[src/memCtrl_defs.svh]
`ifndef MEM_CTRL_DEFS_SVH
`define MEM_CTRL_DEFS_SVH

// RAM geometry for the shared byte memory

// byte address bits actually decoded
// upper address bits are ignored, so accesses wrap
`define MEM_ADDR_W 12

// number of bytes in the RAM
`define MEM_DEPTH (1 << `MEM_ADDR_W)

// a full word is four byte beats
// the beat index and byte counters are sized for that
// and lenCode_t carries the last index directly

// fetch and data ports share this one memory
// so both see the same wrap

`endif

[src/memCtrlPkg.sv]
`default_nettype none

`include "memCtrl_defs.svh"

package memCtrlPkg;

    typedef logic [31:0] addr_t;
    typedef logic [31:0] word_t;
    typedef logic [7:0] byte_t;

    // encoding is the index of the last byte
    typedef enum logic [1:0] {
        LEN_BYTE = 2'd0,
        LEN_HALF = 2'd1,
        LEN_WORD = 2'd3
    } lenCode_t;

    typedef enum logic [1:0] {
        ACC_FETCH = 2'd0,
        ACC_LOAD = 2'd1,
        ACC_STORE = 2'd2
    } accKind_t;

    typedef struct packed {
        accKind_t kind;
        lenCode_t len;
        addr_t addr;
        word_t wdata;
    } memReq_t;

    typedef struct packed {
        logic write;
        logic [`MEM_ADDR_W-1:0] addr;
        byte_t wdata;
    } ramOp_t;

    typedef struct packed {
        logic valid;
        accKind_t kind;
        logic [1:0] index;
        logic last;
    } beatTag_t;

    typedef enum logic {
        SEQ_IDLE = 1'b0,
        SEQ_RUN = 1'b1
    } seqState_t;

endpackage

`default_nettype wire

[src/byteSequencer.sv]
`default_nettype none

`include "memCtrl_defs.svh"

module byteSequencer (
    input wire clk,
    input wire rst,
    input wire i_hold,
    input wire i_reqValid,
    input wire memCtrlPkg::memReq_t i_req,
    output memCtrlPkg::ramOp_t o_ramOp,
    output memCtrlPkg::beatTag_t o_beat
);

    memCtrlPkg::seqState_t state;
    memCtrlPkg::memReq_t reqQ;
    logic [1:0] cnt;

    memCtrlPkg::memReq_t src;
    logic [1:0] idx;
    logic issue;
    logic lastBeat;
    memCtrlPkg::addr_t byteAddr;

    // byte 0 goes out straight from the strobe, later bytes from the latch
    always_comb begin
        if (state == memCtrlPkg::SEQ_IDLE) begin
            src = i_req;
            idx = 2'd0;
            issue = i_reqValid;
        end else begin
            src = reqQ;
            idx = cnt;
            issue = 1'b1;
        end
        lastBeat = (idx == src.len);
        byteAddr = src.addr + memCtrlPkg::addr_t'(idx);
    end

    always_ff @(posedge clk) begin
        if (rst) begin
            state <= memCtrlPkg::SEQ_IDLE;
            cnt <= 2'd0;
            o_ramOp.write <= 1'b0;
            o_beat.valid <= 1'b0;
        end else if (!i_hold) begin
            o_ramOp.write <= issue && (src.kind == memCtrlPkg::ACC_STORE);
            o_beat.valid <= issue;
            if (issue) begin
                if (lastBeat) begin
                    state <= memCtrlPkg::SEQ_IDLE;
                    cnt <= 2'd0;
                end else begin
                    state <= memCtrlPkg::SEQ_RUN;
                    cnt <= idx + 2'd1;
                end
            end
        end
    end

    // payload side, qualified by write and valid
    always_ff @(posedge clk) begin
        if (!i_hold) begin
            o_ramOp.addr <= byteAddr[`MEM_ADDR_W-1:0];
            o_ramOp.wdata <= src.wdata[{idx, 3'b000} +: 8];
            o_beat.kind <= src.kind;
            o_beat.index <= idx;
            o_beat.last <= lastBeat;
            if (state == memCtrlPkg::SEQ_IDLE && i_reqValid) begin
                reqQ <= i_req;
            end
        end
    end

endmodule

`default_nettype wire

[config.mk]
export PLATFORM = sky130hd
export DESIGN_NAME = byteSequencer
export DESIGN_NICKNAME = d
export VERILOG_FILES = /design/src/memCtrlPkg.sv /design/src/byteSequencer.sv
export VERILOG_INCLUDE_DIRS = /design/src
export SDC_FILE = /design/constraint.sdc
export NUM_CORES = 1
export LEC_CHECK = 0
export BUFFER_PORTS_ARGS = -buffer_cell sky130_fd_sc_hd__buf_2
export CAP_MARGIN = 20
export CORE_AREA = 2 2 109 111
export CTS_CLUSTER_SIZE = 28
export DETAILED_ROUTE_END_ITERATION = 10
export DIE_AREA = 0 0 111 113
export PLACE_DENSITY_LB_ADDON = 0.2
export SLEW_MARGIN = 20
export SYNTH_ARGS = -nofsm -noshare
export SYNTH_HDL_FRONTEND = slang
export SYNTH_SLANG_ARGS = --single-unit
[constraint.sdc]
create_clock -name clk -period 13.3 [get_ports clk]
set_input_delay 1.33 -clock clk [delete_from_list [all_inputs] [get_ports clk]]
set_output_delay 1.33 -clock clk [all_outputs]
set_load 0.005 [all_outputs]
# Word level (Yosys, flattened, before mapping)
# Cells that the tools add are included.
[totals] input_bits=72 out_inout_bits=27 ff_bits=98 word_cells=29
[classes] shift=1 bitwise=2 reduce_logical=4 addsub=2 n_eq_ne=2 mux=5
[op_table] cell="two-way mux 68 bit" n=1
[op_table] cell="indexed part select 32 x 6 -> 8 bit" n=1
[op_table] cell="adder 12 x 2 -> 12 bit" n=1
[op_table] cell="two-way mux 2 bit" n=2
[op_table] cell="AND reduction 2 bit" n=2
[op_table] cell="adder 2 x 1 -> 2 bit (second input constant)" n=1
[op_table] cell="equality test 2 bit" n=1
[op_table] cell="equality test 2 bit (second input constant)" n=1
[op_table] cell="logical AND 1 bit" n=2
[op_table] cell="two-way mux 1 bit" n=2
[op_table] cell="inverter 1 bit" n=2

# Logic depth before layout (Yosys ltp)
[depth] depth_word=3 depth_mapped=11 depth_no_buf=7

# Worst setup path after synthesis
# Ideal clock, no wire load.
[synth_path] kind="in2reg" start="in i_hold" end="reg reqQ[0] in the netlist's numbering, enable pin" n_path_buf=1 t_arrival_ps=5047 slack_ps=7730 cell_stages=2 setup_time_ps=523 cell_sequence="clkbuf_1 -> nor3b_1"
[synth_via] elab_chain_cells=2
[synth_rtl] element="from (decl)" line_no="byteSequencer.sv:8" text="input wire i_hold,"
[synth_rtl] element="inverter 1 bit (no source line)"
[synth_rtl] element="AND reduction 2 bit (no source line)"
[synth_rtl] element="to (signal assigned)" line_no="byteSequencer.sv:70" text="reqQ <= i_req;"
[synth_rtl] element="to (decl)" line_no="byteSequencer.sv:16" text="memCtrlPkg::memReq_t reqQ;"
# Every way passes these cells.
# A chain may end at the register's enable or synchronous reset.

# Worst setup path in the final report
[layout_path] start="reg state" end="reg o_ramOp[16] in the netlist's numbering (data pin)"
[layout_via] elab_chain_cells=2 word_cells_on_any_way=3 cone_classes="add/sub: 1; mux: 2"
[layout_rtl] element="from (decl)" line_no="byteSequencer.sv:15" text="memCtrlPkg::seqState_t state;"
[layout_rtl] element="from (signal assigned)" line_no="byteSequencer.sv:42" text="state <= memCtrlPkg::SEQ_IDLE;"
[layout_rtl] element="from (signal assigned)" line_no="byteSequencer.sv:51" text="state <= memCtrlPkg::SEQ_IDLE;"
[layout_rtl] element="from (signal assigned)" line_no="byteSequencer.sv:54" text="state <= memCtrlPkg::SEQ_RUN;"
[layout_rtl] element="two-way mux 68 bit or two-way mux 2 bit (tied branches)" line_no="byteSequencer.sv:27" text="if (state == memCtrlPkg::SEQ_IDLE) begin"
[layout_rtl] element="adder 12 x 2 -> 12 bit (*)" line_no="byteSequencer.sv:37" text="byteAddr = src.addr + memCtrlPkg::addr_t'(idx);"
[layout_rtl] element="net byteAddr[8]" line_no="byteSequencer.sv:23" text="memCtrlPkg::addr_t byteAddr;"
[layout_rtl] element="to (decl)" line_no="byteSequencer.sv:11" text="output memCtrlPkg::ramOp_t o_ramOp,"
# Mark *: on every way through the listed nets, which the timed path passes. The rest lies on a longest branch.

==> results_dict.tcl <==
set metrics [dict create \
    grt_first_pass_wirelength_um 10210 \
    vias 1955 \
    cts-root-buf "clkbuf_16" \
    synthesis.nets 275 \
    track_usage 0.1072 \
    stdcell_count 431 \
    synth-edff-count 73 \
    die-area_mm2 0.01254 \
    io_pins 99 \
    crit_required_ns 13.49 \
    ys.flop_type "edfxtp_1" \
    async_flop_share 0 \
    yosysUniqueCellTypes 38 \
    yosys_warnings 0 \
    skew_ns 0.006534 \
    gr-total-overflow 0 \
    clock_sinks 78 \
    grt_pass1_vias 1998 \
    syn2layout_area_growth_pct 24.67 \
    worst_pin_slew_ns 0.9011 \
    max-clock-path-buffers 2 \
    multi_input_area_um2 967.2 \
    htree_levels 3 \
    netlist_instances 201 \
    drtIter0Drc 69 \
    fp.dieH_um 113 \
    rows 39 \
    antenna_left 0 \
    synth.top_cell.area_share 0.6569 \
    worstPathArrival_ns 3.16 \
    period_share 0.2228 \
    rsz0062_at_grt "false" \
    layout_common_cells "78 x buf_2, 73 x edfxtp_1, 13 x mux2_2" \
    routed_wl_um 6442 \
    initial_core_util 0.2960 \
    antennaDiodeCount 0 \
    grt_max_degree 49 \
    final_common_cell "buf_2" \
    end_kind "flop" \
    hpwl_um 4239 \
    worstSkewPairLatency_ns 0.33 \
    cts_tree "built" \
    powerDensity_mw_per_mm2 138.3 \
    cts_resized 0 \
    core_area_mm2 0.01127 \
    status "finished clean" \
    place_congestion 0.7420 \
    setup_viol 0 \
    cts_buffers 9 \
    wire_per_inst_um 14.95 \
    ys_seq_area_frac 0.6869 \
    setup_tns_ns 0 \
    final-seq-area_mm2 0.002293 \
    crit_type "flop to flop" \
    viasPerCell 4.536 \
    max_freq_mhz 337.4 \
    drcViolationCount 0 \
    netlist_area_mm2 0.003337 \
    power.leakage_nw 1.503 \
    n_fill_cell 1082 \
    max-vdd-ir-drop_mv 0.05021 \
    antenna_found_initial 0 \
    path_max_fanout 28 \
    yosys_register_bits 78 \
    clk_pin_slew_ns 0.06 \
    yosysTopAreaCell "edfxtp_1" \
    min_period_ns 2.963 \
    hold_buffers 0 \
    nNetsFinal 358 \
    die_w_um 111 \
    synth.area.top_cells "edfxtp_1 66%, mux4_2 5.4%, mux2_2 4.4%, dfxtp_1 3.0%, xnor2_1 2.6%" \
    syn_avg_cell_area_um2 16.60 \
    hp-class "flop to flop" \
    slew_headroom 0.3984 \
    post-cts-setup-buffers 0 \
    slew_violations 0 \
    drv_cap 0 \
    cp-start-kind "flop" \
    hold_viol 0 \
    firstDrtPassIters 4 \
    placed_cells 416 \
    drive_gt1_frac 0.4306 \
    io_buffers 78 \
]
[final cells by class]
| class | count | area share |
|---|---|---|
| clock buffers | 9 | 0.05414 |
| clock inverters | 6 | 0.01534 |
| inverters | 5 | 0.004511 |
| multi-input cells | 109 | 0.2325 |
| flip-flops and latches | 78 | 0.5513 |
| well taps | 143 | 0.04301 |
| repair buffers | 81 | 0.09925 |
[cell families after synthesis]
| logic type | share of synthesized area |
|---|---|
| compound gates | 0.05137 |
| xor+xnor | 0.03937 |
| fa+ha+maj | 0.01050 |
| buf+inv | 0.02474 |
| flops | 0.6869 |
| mux | 0.1189 |
| simple gates | 0.06824 |
[worst paths after layout]
kind / end / slack, ns / from / depth (start not counted)
setup / recovery: o_ramOp[16]$_DFFE_PN_ / 10.34 / state$_SDFFE_PP0P_ / 8
hold / removal: o_beat[5]$_SDFFE_PP0N_ / 0.47 / o_beat[5]$_SDFFE_PP0N_ / 2
setup reg to reg: o_ramOp[16]$_DFFE_PN_ / 10.34 / state$_SDFFE_PP0P_ / 8
hold reg to reg: o_beat[5]$_SDFFE_PP0N_ / 0.47 / o_beat[5]$_SDFFE_PP0N_ / 2
[metrics by stage]
| step | power (mW) | worst slack (ns) | utilization | hold WS (ns) | area [µm²] |
|---|---|---|---|---|---|
| after floorplan | 0.3199 | 7.730 | - | 0.4513 | 3337 |
| after global placement | 0.3394 | 10.08 | 0.3434 | 0.4488 | 3871 |
| after detailed placement | 0.3400 | 10.04 | 0.3434 | 0.4579 | 3871 |
| after CTS | 0.5855 | 10.27 | 0.3691 | 0.4675 | 4160 |
| after global routing | 0.6011 | 10.13 | 0.3691 | 0.4899 | 4160 |
| final | 0.5756 | 10.34 | 0.3691 | 0.4688 | 4160 |
[layer usage]
layer  up-vias  share of wire  track usage
li1        949              -            -
met1       937           0.44       0.1288
met2        62           0.49       0.1751
met3         7          0.057      0.04446
met4         0          0.010      0.03750
met5         -              0            0
[cells in the mapped netlist (2+ instances only)]
| master | instances |
|---|---|
| edfxtp_1 | 73 |
| mux2_2 | 13 |
| nand2_1 | 12 |
| nor2_1 | 11 |
| xnor2_1 | 10 |
| mux4_2 | 8 |
| a21oi_1 | 7 |
| mux2i_1 | 7 |
| dfxtp_1 | 5 |
| inv_1 | 5 |
| nand3_1 | 5 |
| xor2_1 | 5 |
| nand4_1 | 4 |
| buf_2 | 3 |
| buf_4 | 3 |
| a211oi_1 | 2 |
| a22oi_1 | 2 |
| and2_1 | 2 |
| buf_6 | 2 |
| ha_1 | 2 |
| nand3b_1 | 2 |
| o21ai_0 | 2 |
[worst max-delay path, cell delays in order (launching register included)]
cell and delay, ns:
dfxtp_2 0.63, buf_4 0.42, mux2_2 0.38, ha_1 0.26, ha_1 0.24, a31oi_4 0.23
a21oi_1 0.16, a311o_1 0.39, nand4_1 0.10
[state kept, by name, indices dropped and copies added, names as in the netlist]
| register | cells |
|---|---|
| o_beat | 6 |
| state | 1 |
| o_ramOp | 21 |
| cnt | 2 |
| reqQ | 48 |
[power by group]
group	switching, mW	internal (mW)	total, mW
clock network	0.0983	0.144	0.242
registers	0.00684	0.284	0.291
logic	0.0207	0.0217	0.0424
total	0.126	0.450	0.576
(Power assumes the default switching activity.)
