## config.mk

```make
export PLATFORM = sky130hd
export DESIGN_NAME = respAssembler
export DESIGN_NICKNAME = d
export VERILOG_FILES = /design/src/memCtrlPkg.sv /design/src/respAssembler.sv
export VERILOG_INCLUDE_DIRS = /design/src
export SDC_FILE = /design/constraint.sdc
export NUM_CORES = 1
export LEC_CHECK = 0
export ABC_CLOCK_PERIOD_IN_PS = 3650
export BUFFER_PORTS_ARGS = -buffer_cell sky130_fd_sc_hd__buf_2
export CORE_AREA = 4 4 90 92
export CTS_CLUSTER_DIAMETER = 50
export DETAILED_ROUTE_END_ITERATION = 10
export DIE_AREA = 0 0 94 96
export PLACE_DENSITY = 0.84
export RECOVER_POWER = 25
export SLEW_MARGIN = 20
export SYNTH_ARGS = -nofsm -noshare
export SYNTH_HDL_FRONTEND = slang
export SYNTH_SLANG_ARGS = --single-unit
export TNS_END_PERCENT = 50
```

## constraint.sdc

```tcl
create_clock -name clk -period 3.65 [get_ports clk]
set_input_delay 0.5475 -clock clk [delete_from_list [all_inputs] [get_ports clk]]
set_output_delay 0.5475 -clock clk [all_outputs]
set_load 0.02 [all_outputs]
```

## src/memCtrl_defs.svh

```systemverilog
`ifndef MEM_CTRL_DEFS_SVH
`define MEM_CTRL_DEFS_SVH

// RAM geometry for the shared byte memory

// byte address bits actually decoded
// upper address bits are ignored, so accesses wrap
`define MEM_ADDR_W 12

// number of bytes in the RAM
`define MEM_DEPTH (1 << `MEM_ADDR_W)

// a full word is four byte beats
// the beat index and byte counters are sized for that
// and lenCode_t carries the last index directly

// fetch and data ports share this one memory
// so both see the same wrap

`endif

```

## src/memCtrlPkg.sv

```systemverilog
`default_nettype none

`include "memCtrl_defs.svh"

package memCtrlPkg;

    typedef logic [31:0] addr_t;
    typedef logic [31:0] word_t;
    typedef logic [7:0] byte_t;

    // encoding is the index of the last byte
    typedef enum logic [1:0] {
        LEN_BYTE = 2'd0,
        LEN_HALF = 2'd1,
        LEN_WORD = 2'd3
    } lenCode_t;

    typedef enum logic [1:0] {
        ACC_FETCH = 2'd0,
        ACC_LOAD = 2'd1,
        ACC_STORE = 2'd2
    } accKind_t;

    typedef struct packed {
        accKind_t kind;
        lenCode_t len;
        addr_t addr;
        word_t wdata;
    } memReq_t;

    typedef struct packed {
        logic write;
        logic [`MEM_ADDR_W-1:0] addr;
        byte_t wdata;
    } ramOp_t;

    typedef struct packed {
        logic valid;
        accKind_t kind;
        logic [1:0] index;
        logic last;
    } beatTag_t;

    typedef enum logic {
        SEQ_IDLE = 1'b0,
        SEQ_RUN = 1'b1
    } seqState_t;

endpackage

`default_nettype wire

```

## src/respAssembler.sv

```systemverilog
`default_nettype none

module respAssembler (
    input wire clk,
    input wire rst,
    input wire i_hold,
    input wire memCtrlPkg::beatTag_t i_beat,
    input wire memCtrlPkg::byte_t i_rdByte,
    output logic o_fetchDone,
    output memCtrlPkg::word_t o_fetchInst,
    output logic o_dataDone,
    output memCtrlPkg::word_t o_dataRd,
    output logic o_xferDone
);

    memCtrlPkg::word_t collect;
    memCtrlPkg::word_t merged;
    logic finish;

    assign finish = i_beat.valid && i_beat.last;

    // lanes above the last index are left over from older accesses
    always_comb begin
        for (int k = 0; k < 4; k++) begin
            if (k < int'(i_beat.index)) begin
                merged[k*8 +: 8] = collect[k*8 +: 8];
            end else if (k == int'(i_beat.index)) begin
                merged[k*8 +: 8] = i_rdByte;
            end else begin
                merged[k*8 +: 8] = 8'h00;
            end
        end
    end

    always_ff @(posedge clk) begin
        if (rst) begin
            o_fetchDone <= 1'b0;
            o_dataDone <= 1'b0;
            o_xferDone <= 1'b0;
        end else if (!i_hold) begin
            o_fetchDone <= finish && (i_beat.kind == memCtrlPkg::ACC_FETCH);
            o_dataDone <= finish && (i_beat.kind != memCtrlPkg::ACC_FETCH);
            o_xferDone <= finish;
        end
    end

    always_ff @(posedge clk) begin
        if (!i_hold) begin
            if (i_beat.valid) begin
                collect[{i_beat.index, 3'b000} +: 8] <= i_rdByte;
            end
            if (finish) begin
                case (i_beat.kind)
                    memCtrlPkg::ACC_FETCH: o_fetchInst <= merged;
                    memCtrlPkg::ACC_LOAD: o_dataRd <= merged;
                    // store bytes read back are not returned
                    default: o_dataRd <= '0;
                endcase
            end
        end
    end

endmodule

`default_nettype wire

```

# Yosys cells after proc, flatten, opt, wreduce, memory -nomap -nowiden
# Cells that the tools add are included.
[classes]
add_sub_neg = 1
order_cmp = 3
n_eq_ne = 4
n_shift = 2
mux = 9
bitwise = 2
reduce_logical = 9
[op_table]
columns = ["op", "count"]
rows = [
  ["$pmux W32 S2", 1],
  ["$mux W8", 7],
  ["$bwmux W32", 1],
  ["$shift A8 B7 Y32 const A", 1],
  ["$shiftx A8 B7 Y32", 1],
  ["$neg A5 Y7", 1],
  ["$reduce_and A3 Y1", 2],
  ["$eq A2 B2 Y1 const A", 2],
  ["$logic_not A2 Y1", 2],
  ["$lt A1 B2 Y1 const A", 2],
  ["$logic_and A1 B1 Y1", 3],
  ["$eq A1 B2 Y1 const A", 1],
  ["$eq A2 B1 Y1 const B", 1],
  ["$lt A2 B2 Y1 const A", 1],
  ["$not A1 Y1", 2],
  ["$reduce_and A2 Y1", 1],
  ["$reduce_bool A2 Y1", 1],
]
[totals]
ff_bits = 99
inputBits = 17
wordCells = 36

# Logic depth before layout (Yosys ltp)
# Gate-level depths: netlist (run 1).
[logic_depth]
word_depth = 4
mapped_depth = 6

# Least setup slack after synthesis (run 1)
# OpenSTA, ideal clock, no wires.
[synth_path]
path_type = "input-to-reg"
startpoint = "in i_hold"
endpoint = "reg o_fetchInst[0] (enable)"
setup_time_ps = 461
arrival_ps = 2941
setup_slack_ps = 247
cell_stages = 2
n_path_buf = 0
cell_sequence = "nand3b_1 -> nor3_1"
[synth_via]
elab_chain_cells = 2
[synth_rtl]
columns = ["element", "line_no", "text"]
rows = [
  ["from (decl)", "respAssembler.sv:6", "input wire i_hold,"],
  ["$not A1 Y1 (no line)", "--", ""],
  ["$reduce_and A3 Y1 (no line)", "--", ""],
  ["to (signal assigned)", "respAssembler.sv:54", "memCtrlPkg::ACC_FETCH: o_fetchInst <= merged;"],
  ["to (decl)", "respAssembler.sv:10", "output memCtrlPkg::word_t o_fetchInst,"],
]
# No other way between the ends.
# A chain may end at the register's enable or synchronous reset.

# Worst setup path after layout (run 1)
[layout_path]
startpoint = "in i_beat[2] (netlist bit)"
endpoint = "reg collect[16], data pin"
[layout_via]
elab_chain_cells = 3
[layout_rtl]
columns = ["element", "line_no", "text"]
rows = [
  ["from (decl)", "respAssembler.sv:7", "input wire memCtrlPkg::beatTag_t i_beat,"],
  ["$neg A5 Y7 (*)", "respAssembler.sv:50", "collect[{i_beat.index, 3'b000} +: 8] <= i_rdByte;"],
  ["$shiftx A8 B7 Y32 or $shift A8 B7 Y32 (tied branches)", "respAssembler.sv:50", ""],
  ["$bwmux W32 (*)", "respAssembler.sv:50", ""],
  ["to (signal, indexed assignment)", "respAssembler.sv:50", ""],
  ["to (decl)", "respAssembler.sv:16", "memCtrlPkg::word_t collect;"],
]
# Every way passes the cells marked *; elsewhere a longest branch is shown, timed or not.

==> flow_summary.yaml, run 1 <==
placed_design:
  globalplace.congestion: 0.7627
  place.port_buffers: 83
  place_area_mm2: 0.004248
  dp_hpwl_um: 5093
sta:
  fmax_ghz: 0.4433
  tns_ps: 0
  hold_viol_final: 0
  rsz0062_at_grt: "no"
  finalCriticalPeriod_ps: 2256
  holdWs_ps: 401.0
  maxSlewViolCount: 0
  fin_skew_ps: 7.956
  period_share_pct: 61.81
  worstMarginPinSlew_ps: 841.3
  max_slew_margin_pct: 43.85
  finalSetupViolations: 0
global_routing:
  grt_pass1_wl_um: 11750
  grt_max_degree: 33
  grt_usage_pct: 17.87
  gr-usage-met2_pct: 29.75
  use_met3_pct: 4.300
  grt_pass1_vias: 2248
  grt-busiest-layer: "met2"
  antenna_found_initial: 0
  overflow: 0
  use_met1_pct: 22.77
synthesis:
  avgSynthCellArea_um2: 15.08
  synth_fp_nets: 271
  synth_top_family_by_area: "simple AND/OR/NAND/NOR gates"
  synth-compound-area-share_pct: 2.676
  ys.flop_type: "edfxtp_1"
  synthCells: 248
  synthAdderAreaFrac_pct: 2.007
  syn_area_mm2: 0.003740
  synth-seq-cells: 91
  synth_warnings: 0
  synth.distinct_cells: 26
  ys_seq_area_share_pct: 72.26
  synthMuxAreaShare_pct: 3.212
  synthArstFlopShare_pct: 0
  synthSimpleGateAreaFrac_pct: 18.20
  synth_xor_area_share_pct: 0
  synth_edf_count: 88
drt:
  drc: 0
  vias_per_cell: 5.132
  routedWlPerCell_um: 16.99
  ant_nets: 0
  routed_wirelength_um: 7442
  dr_total_vias: 2248
  drt_first_iter_violations: 113
  drt_pass1_iterations: 4
die:
  start_util_pct: 51.84
  die_area_mm2: 0.009024
  boundaryPins: 84
  die_w_um: 94
  die_h_um: 96
  rows: 31
  core_mm2: 0.007214
critical_path:
  cp.required_ps: 3870
  slowest_delay_ps: 550
  path_class: "in2reg"
  crit_path_top_delay_cell: "clkbuf_1"
  cp_top_family: "buffers and inverters"
  cp.arrival_ps: 2480
  crit_buf_inv: 2
  crit_path_cell_trace: "clkbuf_1 > inv_1 > ha_1 > nor4b_4 > and2_1"
  worst_setup_path_end_kind: "flop"
  cp_max_fo: 20
  cp-start-kind: "input pin"
clock_network:
  htreeDepth: 3
  path_clk_slew_ps: 80
  cts_setup_buffers: 0
  clock_path_buffers: 2
  numCtsBuffers: 9
  hold_buffers: 0
  clk_latency_ps: 350
  cts_resized: 0
  cts-root-buf: "clkbuf_8"
  cts.sinks: 91
  cts_tree: "yes"
final_layout:
  syn_to_final_growth_pct: 16.09
  final_area_mm2: 0.004342
  final_util_pct: 60.18
  n_antenna_cell: 0
  final_layout_size_suffix_gt1_share_pct: 19.47
  num-nets-final: 358
  mostFrequentLayoutCell: "edfxtp_1"
  most-common-layout-cells: "88 x edfxtp_1, 47 x clkbuf_1, 39 x and2_1, 38 x buf_2, 35 x nand2_1"
  fillerInstances: 610
power_and_ir_drop:
  powerDensity_mw_per_mm2: 429.0
  peakVddDrop_mv: 0.2484
  p_leak_nw: 1.582
  finalPower_w: 0.001863
flow_run:
  maxCapViolations: 0
run_status:
  outcome: "completed"
worst_hold_path:
  hp-class: "in2reg"
-- cell families after synthesis --
family                     count (synthesis)
AOI/OAI and AO/OA                         19
adders and majority gates                  6
buffers and inverters                     11
DFF                                       91
muxes                                      8
and+or+nand+nor                          113
-- Yosys cell counts (2+ instances only) --
library cell  instances  share of area [%]
nor2_1                2               0.20
clkbuf_1              3               0.30
mux2_4                8                3.2
and2_1               42                7.0
buf_2                 2               0.27
buf_6                 2               0.60
nand3b_1             17                3.4
edfxtp_1             88                 71
a21oi_1              17                2.3
ha_1                  6                2.0
clkbuf_2              2               0.27
nand2_1              35                3.5
dfxtp_1               3                1.6
inv_1                 2               0.20
and3_1                8                1.3
-- power breakdown --
part           internal, W  switching (W)  total (W)
registers          0.00116     0.00000506    0.00117
logic            0.0000483      0.0000890   0.000137
clock network     0.000239       0.000319   0.000558
-- state kept, by name (all words and copies together), names as in the netlist --
register     count
o_fetchDone      1
o_dataDone       1
o_dataRd        32
o_xferDone       1
o_fetchInst     32
collect         24
-- worst paths after layout --
kind / cells after the start / end / slack [ps] / start
min reg2reg: 2 / o_xferDone$_SDFFE_PP0N_ / 470 / o_xferDone$_SDFFE_PP0N_
max: 5 / collect[16]$_DFFE_PP_ / 1390 / i_beat[2]
min: 2 / o_xferDone$_SDFFE_PP0N_ / 400 / rst
max reg2reg: 2 / o_dataRd[6]$_SDFFCE_PP0P_ / 2610 / collect[6]$_DFFE_PP_
-- final cells by class --
type	instances	area, um^2	area share (%)
timing repair buffer	85	374.1	8.617
inverter	2	7.507	0.1729
sequential	91	2703	62.25
clock inverter	4	18.77	0.4323
clock buffer	11	131.4	3.026
tap	99	123.9	2.853
multi-input combinational	146	983.4	22.65
-- metrics by stage --
step / instances / setup slack [ps]
after floorplan: 248 / 247.4
after global placement: 423 / 1411
after detailed placement: 423 / 1324
after CTS: 438 / 1688
after global routing: 438 / 1232
final: 438 / 1394
-- metal layers --
layer	up-vias	part of all wire [%]
met3	12	8.0
met1	1077	41
met4	0	1.6
li1	1072	-
met2	87	49
met5	-	0
Note: power is estimated with default switching activity, not from simulation.
==> inputs of run 2 (changes only) <==
Settings changed: ABC_CLOCK_PERIOD_IN_PS 3650 to 2009, CORE_AREA 4 4 90 92 to 4 4 94 96, DIE_AREA 0 0 94 96 to 0 0 98 100, PLACE_DENSITY 0.84 to 0.81.
Clock period 3.65 ns to 2.01 ns, I/O delays scaled along.
==> run 2 against run 1 <==
Sequential share of layout area shrank 1.8 points. Utilization shrank 4.6 points. Power grew 83%. Clock skew grew 2.6 ps. Final cell count grew 2.5%. Hold slack lost 190 ps. Clock-buffer cell count shrank 1. Critical path depth shrank 1. Via count grew 0.89%. Clock power grew 85%. Highest routed layer unchanged. Register-to-register slack lost 1600 ps. Final area grew 3.0%. Critical endpoint is now o_dataRd[9]$_SDFFCE_PP0P_.
==> flow_summary.yaml, run 2 (synthesized netlist as in run 1, its figures left out) <==
global_routing:
  use_met1_pct: 18.84
  grt_usage_pct: 15.69
  grt_pass1_wl_um: 11470
  use_met3_pct: 3.822
  grt-busiest-layer: "met2"
  gr-usage-met2_pct: 26.60
  grt_pass1_vias: 2249
  overflow: 0
  grt_max_degree: 33
  antenna_found_initial: 0
sta:
  finalCriticalPeriod_ps: 1632
  finalSetupViolations: 0
  tns_ps: 0
  rsz0062_at_grt: "no"
  max_slew_margin_pct: 39.76
  fin_skew_ps: 10.53
  worstMarginPinSlew_ps: 903.7
  maxSlewViolCount: 0
  period_share_pct: 81.22
  hold_viol_final: 0
  fmax_ghz: 0.6126
critical_path:
  cp.required_ps: 1990
  path_class: "in2reg"
  cp_max_fo: 32
  worst_setup_path_end_kind: "flop"
  timing.rr.start: "collect[5]$_DFFE_PP_"
  worstReg2RegEnd: "o_dataRd[5]$_SDFFCE_PP0P_"
  rrSetupSlack_ps: 980
  reg2reg_depth: 2
  cp.arrival_ps: 1610
  cp-start-kind: "input pin"
clock_network:
  cts.sinks: 91
  path_clk_slew_ps: 70
  hold_buffers: 0
  cts_resized: 0
  cts_setup_buffers: 0
  clk_latency_ps: 350
  cts_tree: "yes"
  numCtsBuffers: 9
  cts-root-buf: "clkbuf_8"
  clock_path_buffers: 2
  htreeDepth: 3
final_layout:
  n_antenna_cell: 0
  final_layout_size_suffix_gt1_share_pct: 32.27
  most-common-layout-cells: "88 x edfxtp_1, 80 x buf_2, 35 x and2_1, 35 x nand2_1"
  finalNonFillerCells: 449
  mostFrequentLayoutCell: "edfxtp_1"
  syn_to_final_growth_pct: 19.57
  num-nets-final: 362
  reg_top3: "o_dataRd x32, o_fetchInst x32, collect x24"
power_and_ir_drop:
  power_frac_clock_pct: 30.3
  p_leak_nw: 1.729
  sw_frac_of_total_pct: 22.56
  powerDensity_mw_per_mm2: 763.8
  p_seq_share_pct: 62.1
  internal_power_w: 0.002645
  combPwrFrac_pct: 7.7
  peakVddDrop_mv: 0.3169
  p_switching_w: 0.0007704
drt:
  dr_total_vias: 2268
  drt_first_iter_violations: 101
  routedWlPerCell_um: 16.60
  ant_nets: 0
  drt_pass1_iterations: 5
  drc: 0
  routed_wirelength_um: 7453
  vias_per_cell: 5.051
run_status:
  outcome: "completed"
die:
  start_util_pct: 46.45
  boundaryPins: 84
  die_area_mm2: 0.009800
  core_mm2: 0.008051
  die_w_um: 98
  die_h_um: 100
  rows: 33
placed_design:
  dp.cells: 433
  place.port_buffers: 83
  globalplace.congestion: 0.7807
  dp_hpwl_um: 5055
worst_hold_path:
  worstHoldStart: "rst"
  hp-class: "in2reg"
  holdPathEnd: "o_xferDone$_SDFFE_PP0N_"
  min_path_cells: 2
flow_run:
  maxCapViolations: 0
==> run 2: area by class of cell <==
cell class | instances | area (um^2)
fill | 677 | 3580
sequential | 91 | 2703
multi-input combinational | 146 | 994.7
timing repair buffer | 89 | 475.5
tap | 105 | 131.4
clock buffer | 10 | 127.6
clock inverter | 6 | 32.53
inverter | 2 | 7.507
==> run 2: worst max-delay path by stage <==
| stage | from | to | slack, ps | cells after the start |
|---|---|---|---|---|
| global route | i_hold | o_dataRd[9]$_SDFFCE_PP0P_ | 300 | 4 |
| floorplan | i_hold | o_dataRd[0]$_SDFFCE_PP0P_ | 200 | 2 |
| CTS | i_beat[1] | o_dataRd[7]$_SDFFCE_PP0P_ | 640 | 6 |
| detailed placement | i_beat[1] | o_dataRd[4]$_SDFFCE_PP0P_ | 250 | 6 |
| global placement | i_beat[1] | o_dataRd[7]$_SDFFCE_PP0P_ | 310 | 6 |
| finish | i_hold | o_dataRd[9]$_SDFFCE_PP0P_ | 380 | 4 |
==> run 2: power by group through the flow <==
stage	Combinational [W]	Clock, W	Sequential (W)
after floorplan	0.000138	0	0.00218
after global placement	0.000258	0	0.00216
after detailed placement	0.000268	0	0.00216
after CTS	0.000268	0.00106	0.00212
after global routing	0.000286	0.00114	0.00212
final	0.000261	0.00103	0.00212
==> run 2: routing by layer <==
layer	wire length, um	share of wire (%)	vias to the layer above
met5	0	0	-
met4	126	1.7	0
li1	-	-	1078
met2	3658	49	97
met3	738	9.9	9
met1	2929	39	1084
==> run 2: stage by stage <==
| stage | hold WS [ps] | total power [W] | setup slack (ps) | area [um^2] | util, % |
|---|---|---|---|---|---|
| finish | 215.5 | 0.003416 | 377.5 | 4472 | 55.54 |
| detailed placement | 464.1 | 0.002431 | 253.8 | 4334 | 53.83 |
| floorplan | 370.6 | 0.002323 | 199.9 | 3754 | - |
| global placement | 443.1 | 0.002421 | 311.9 | 4334 | 53.83 |
| global route | 224.8 | 0.003552 | 302.9 | 4472 | 55.54 |
| CTS | 148.5 | 0.003445 | 639.7 | 4494 | 55.82 |
==> run 2: critical path, stage by stage <==
cell and delay [ps]:
clkbuf_1 130, nand3b_1 320, nor2_4 130, clkbuf_2 700
==> inputs of run 3 (changes only) <==
Settings changed: ABC_CLOCK_PERIOD_IN_PS 2009 to 1490.
Clock period 2.01 ns to 1.49 ns, I/O delays scaled along.
==> run 3 against run 2 <==
Final area increased by 2.2%. Sequential share of layout area fell by 1.3 points. Non-clock buffer count up 6. Hold slack worse by 150 ps. Flip-flop and latch count unchanged. Register-to-register slack lost 530 ps. Wire length rose by 2.6%. Clock-buffer cell count fell by 1. Worst setup slack got worse by 90 ps. Largest cell class unchanged. Highest routed layer unchanged.
==> flow_summary.yaml, run 3 (synthesized netlist as in run 1, its figures left out) <==
power_and_ir_drop:
  p_leak_nw: 1.789
  peakVddDrop_mv: 0.6875
  powerDensity_mw_per_mm2: 1061
sta:
  hold_viol_final: 0
  max_slew_margin_pct: 68.70
  rsz0062_at_grt: "no"
  postLayoutSetupSlackWorst_ps: 287.1
  period_share_pct: 80.73
  fmax_ghz: 0.8314
  maxSlewViolCount: 0
  worstMarginPinSlew_ps: 469.6
  finalSetupViolations: 0
  fin_skew_ps: 10.90
  finalCriticalPeriod_ps: 1203
global_routing:
  grt_pass1_vias: 2320
  grt_pass1_wl_um: 12100
  overflow: 0
  grt_usage_pct: 16.51
  antenna_found_initial: 0
  grt_max_degree: 33
critical_path:
  cp_top_family: "simple AND/OR/NAND/NOR gates"
  cp.arrival_ps: 1240
  startpoint: "i_hold"
  path_class: "in2reg"
  crit_buf_inv: 2
  cp-start-kind: "input pin"
  worst_setup_path_end_kind: "flop"
  reg2reg_depth: 2
  cp.required_ps: 1530
  crit_path_top_delay_cell: "clkbuf_2"
  cp_max_fo: 10
  rrSetupSlack_ps: 450
  worstReg2RegEnd: "o_dataRd[2]$_SDFFCE_PP0P_"
  slowest_delay_ps: 330
  crit_path_cell_trace: "clkbuf_1 > nand3b_1 > nor2_1 > clkbuf_2"
  timing.rr.start: "collect[2]$_DFFE_PP_"
clock_network:
  cts-root-buf: "clkbuf_8"
  path_clk_slew_ps: 90
  cts_resized: 0
  htreeDepth: 3
  cts_tree: "yes"
  numCtsBuffers: 9
  cts_setup_buffers: 0
  clk_latency_ps: 350
  cts.sinks: 91
  hold_buffers: 0
  clock_path_buffers: 2
placed_design:
  globalplace.congestion: 0.7872
  dp_hpwl_um: 5264
  placement.setup.worst_slack_ps: -23.42
  place.port_buffers: 83
  dp.cells: 439
die:
  die_w_um: 98
  rows: 33
  core_mm2: 0.008051
  die_area_mm2: 0.009800
  die_h_um: 100
  start_util_pct: 46.45
  boundaryPins: 84
worst_hold_path:
  holdPathEnd: "o_xferDone$_SDFFE_PP0N_"
  hp-class: "in2reg"
  min_path_cells: 2
  worstHoldStart: "rst"
final_layout:
  num-nets-final: 368
  fillerInstances: 674
  mostFrequentLayoutCell: "edfxtp_1"
  finalNonFillerCells: 455
  reg_top3: "o_dataRd x32, o_fetchInst x32, collect x24"
  n_antenna_cell: 0
  syn_to_final_growth_pct: 22.15
  most-common-layout-cells: "88 x edfxtp_1, 82 x buf_2, 40 x and2_1, 35 x nand2_1"
  seq_area_mm2: 0.002703
  multi_input_area_um2: 987.2
  final_layout_size_suffix_gt1_share_pct: 34.57
drt:
  ant_nets: 0
  drc: 0
  routedWlPerCell_um: 16.81
  dr_total_vias: 2257
  drt_pass1_iterations: 4
  vias_per_cell: 4.960
  routed_wirelength_um: 7648
  drt_first_iter_violations: 119
flow_run:
  maxCapViolations: 0
run_status:
  outcome: "completed"
-- run 3: worst max-delay path by stage --
stage / to / slack, ps / depth (start not counted)
final: o_dataRd[16]$_SDFFCE_PP0P_ / 290 / 4
after global placement: o_dataRd[1]$_SDFFCE_PP0P_ / 30 / 6
after floorplan: o_fetchInst[0]$_DFFE_PP_ / -230 / 2
after detailed placement: o_dataRd[0]$_SDFFCE_PP0P_ / -20 / 6
after CTS: o_dataRd[31] / 320 / 1
after global routing: o_dataRd[16]$_SDFFCE_PP0P_ / 260 / 4
-- run 3: area by class of cell --
type | count | area share (%)
clock inverter | 7 | 1.479
timing repair buffer | 95 | 12.00
inverter | 2 | 0.1643
multi-input combinational | 146 | 21.61
sequential | 91 | 59.16
clock buffer | 9 | 2.712
tap | 105 | 2.876
-- run 3: per-stage QoR --
stage | setup TNS (ps) | total power [W] | cell area, um^2 | hold slack (ps) | util [%]
after global routing | 0 | 0.005065 | 4568 | 52.06 | 56.74
final | 0 | 0.004846 | 4568 | 68.87 | 56.74
after CTS | 0 | 0.004878 | 4583 | 51.01 | 56.92
after floorplan | -7566 | 0.003135 | 3759 | 292.6 | -
after detailed placement | -103.3 | 0.003296 | 4392 | 440.4 | 54.55
after global placement | 0 | 0.003281 | 4392 | 420.6 | 54.55
-- run 3: where the power goes --
part | switching [W] | internal [W] | total (W)
sequential | 0.0000117 | 0.00285 | 0.00286
clock | 0.000845 | 0.000769 | 0.00161
combinational | 0.000229 | 0.000144 | 0.000372
-- run 3: per-layer routing --
metal | GRT usage [%] | share of wire (%) | vias up
met2 | 26.91 | 50 | 90
met4 | 7.668 | 2.4 | 0
met5 | 0 | 0 | -
li1 | - | - | 1093
met1 | 20.49 | 41 | 1056
met3 | 4.726 | 7.3 | 18
-- run 3: worst reg2reg max path, cell delays in order (launching register included) --
cell	delay (ps)
edfxtp_1	380
mux2_4	280
and2_1	130
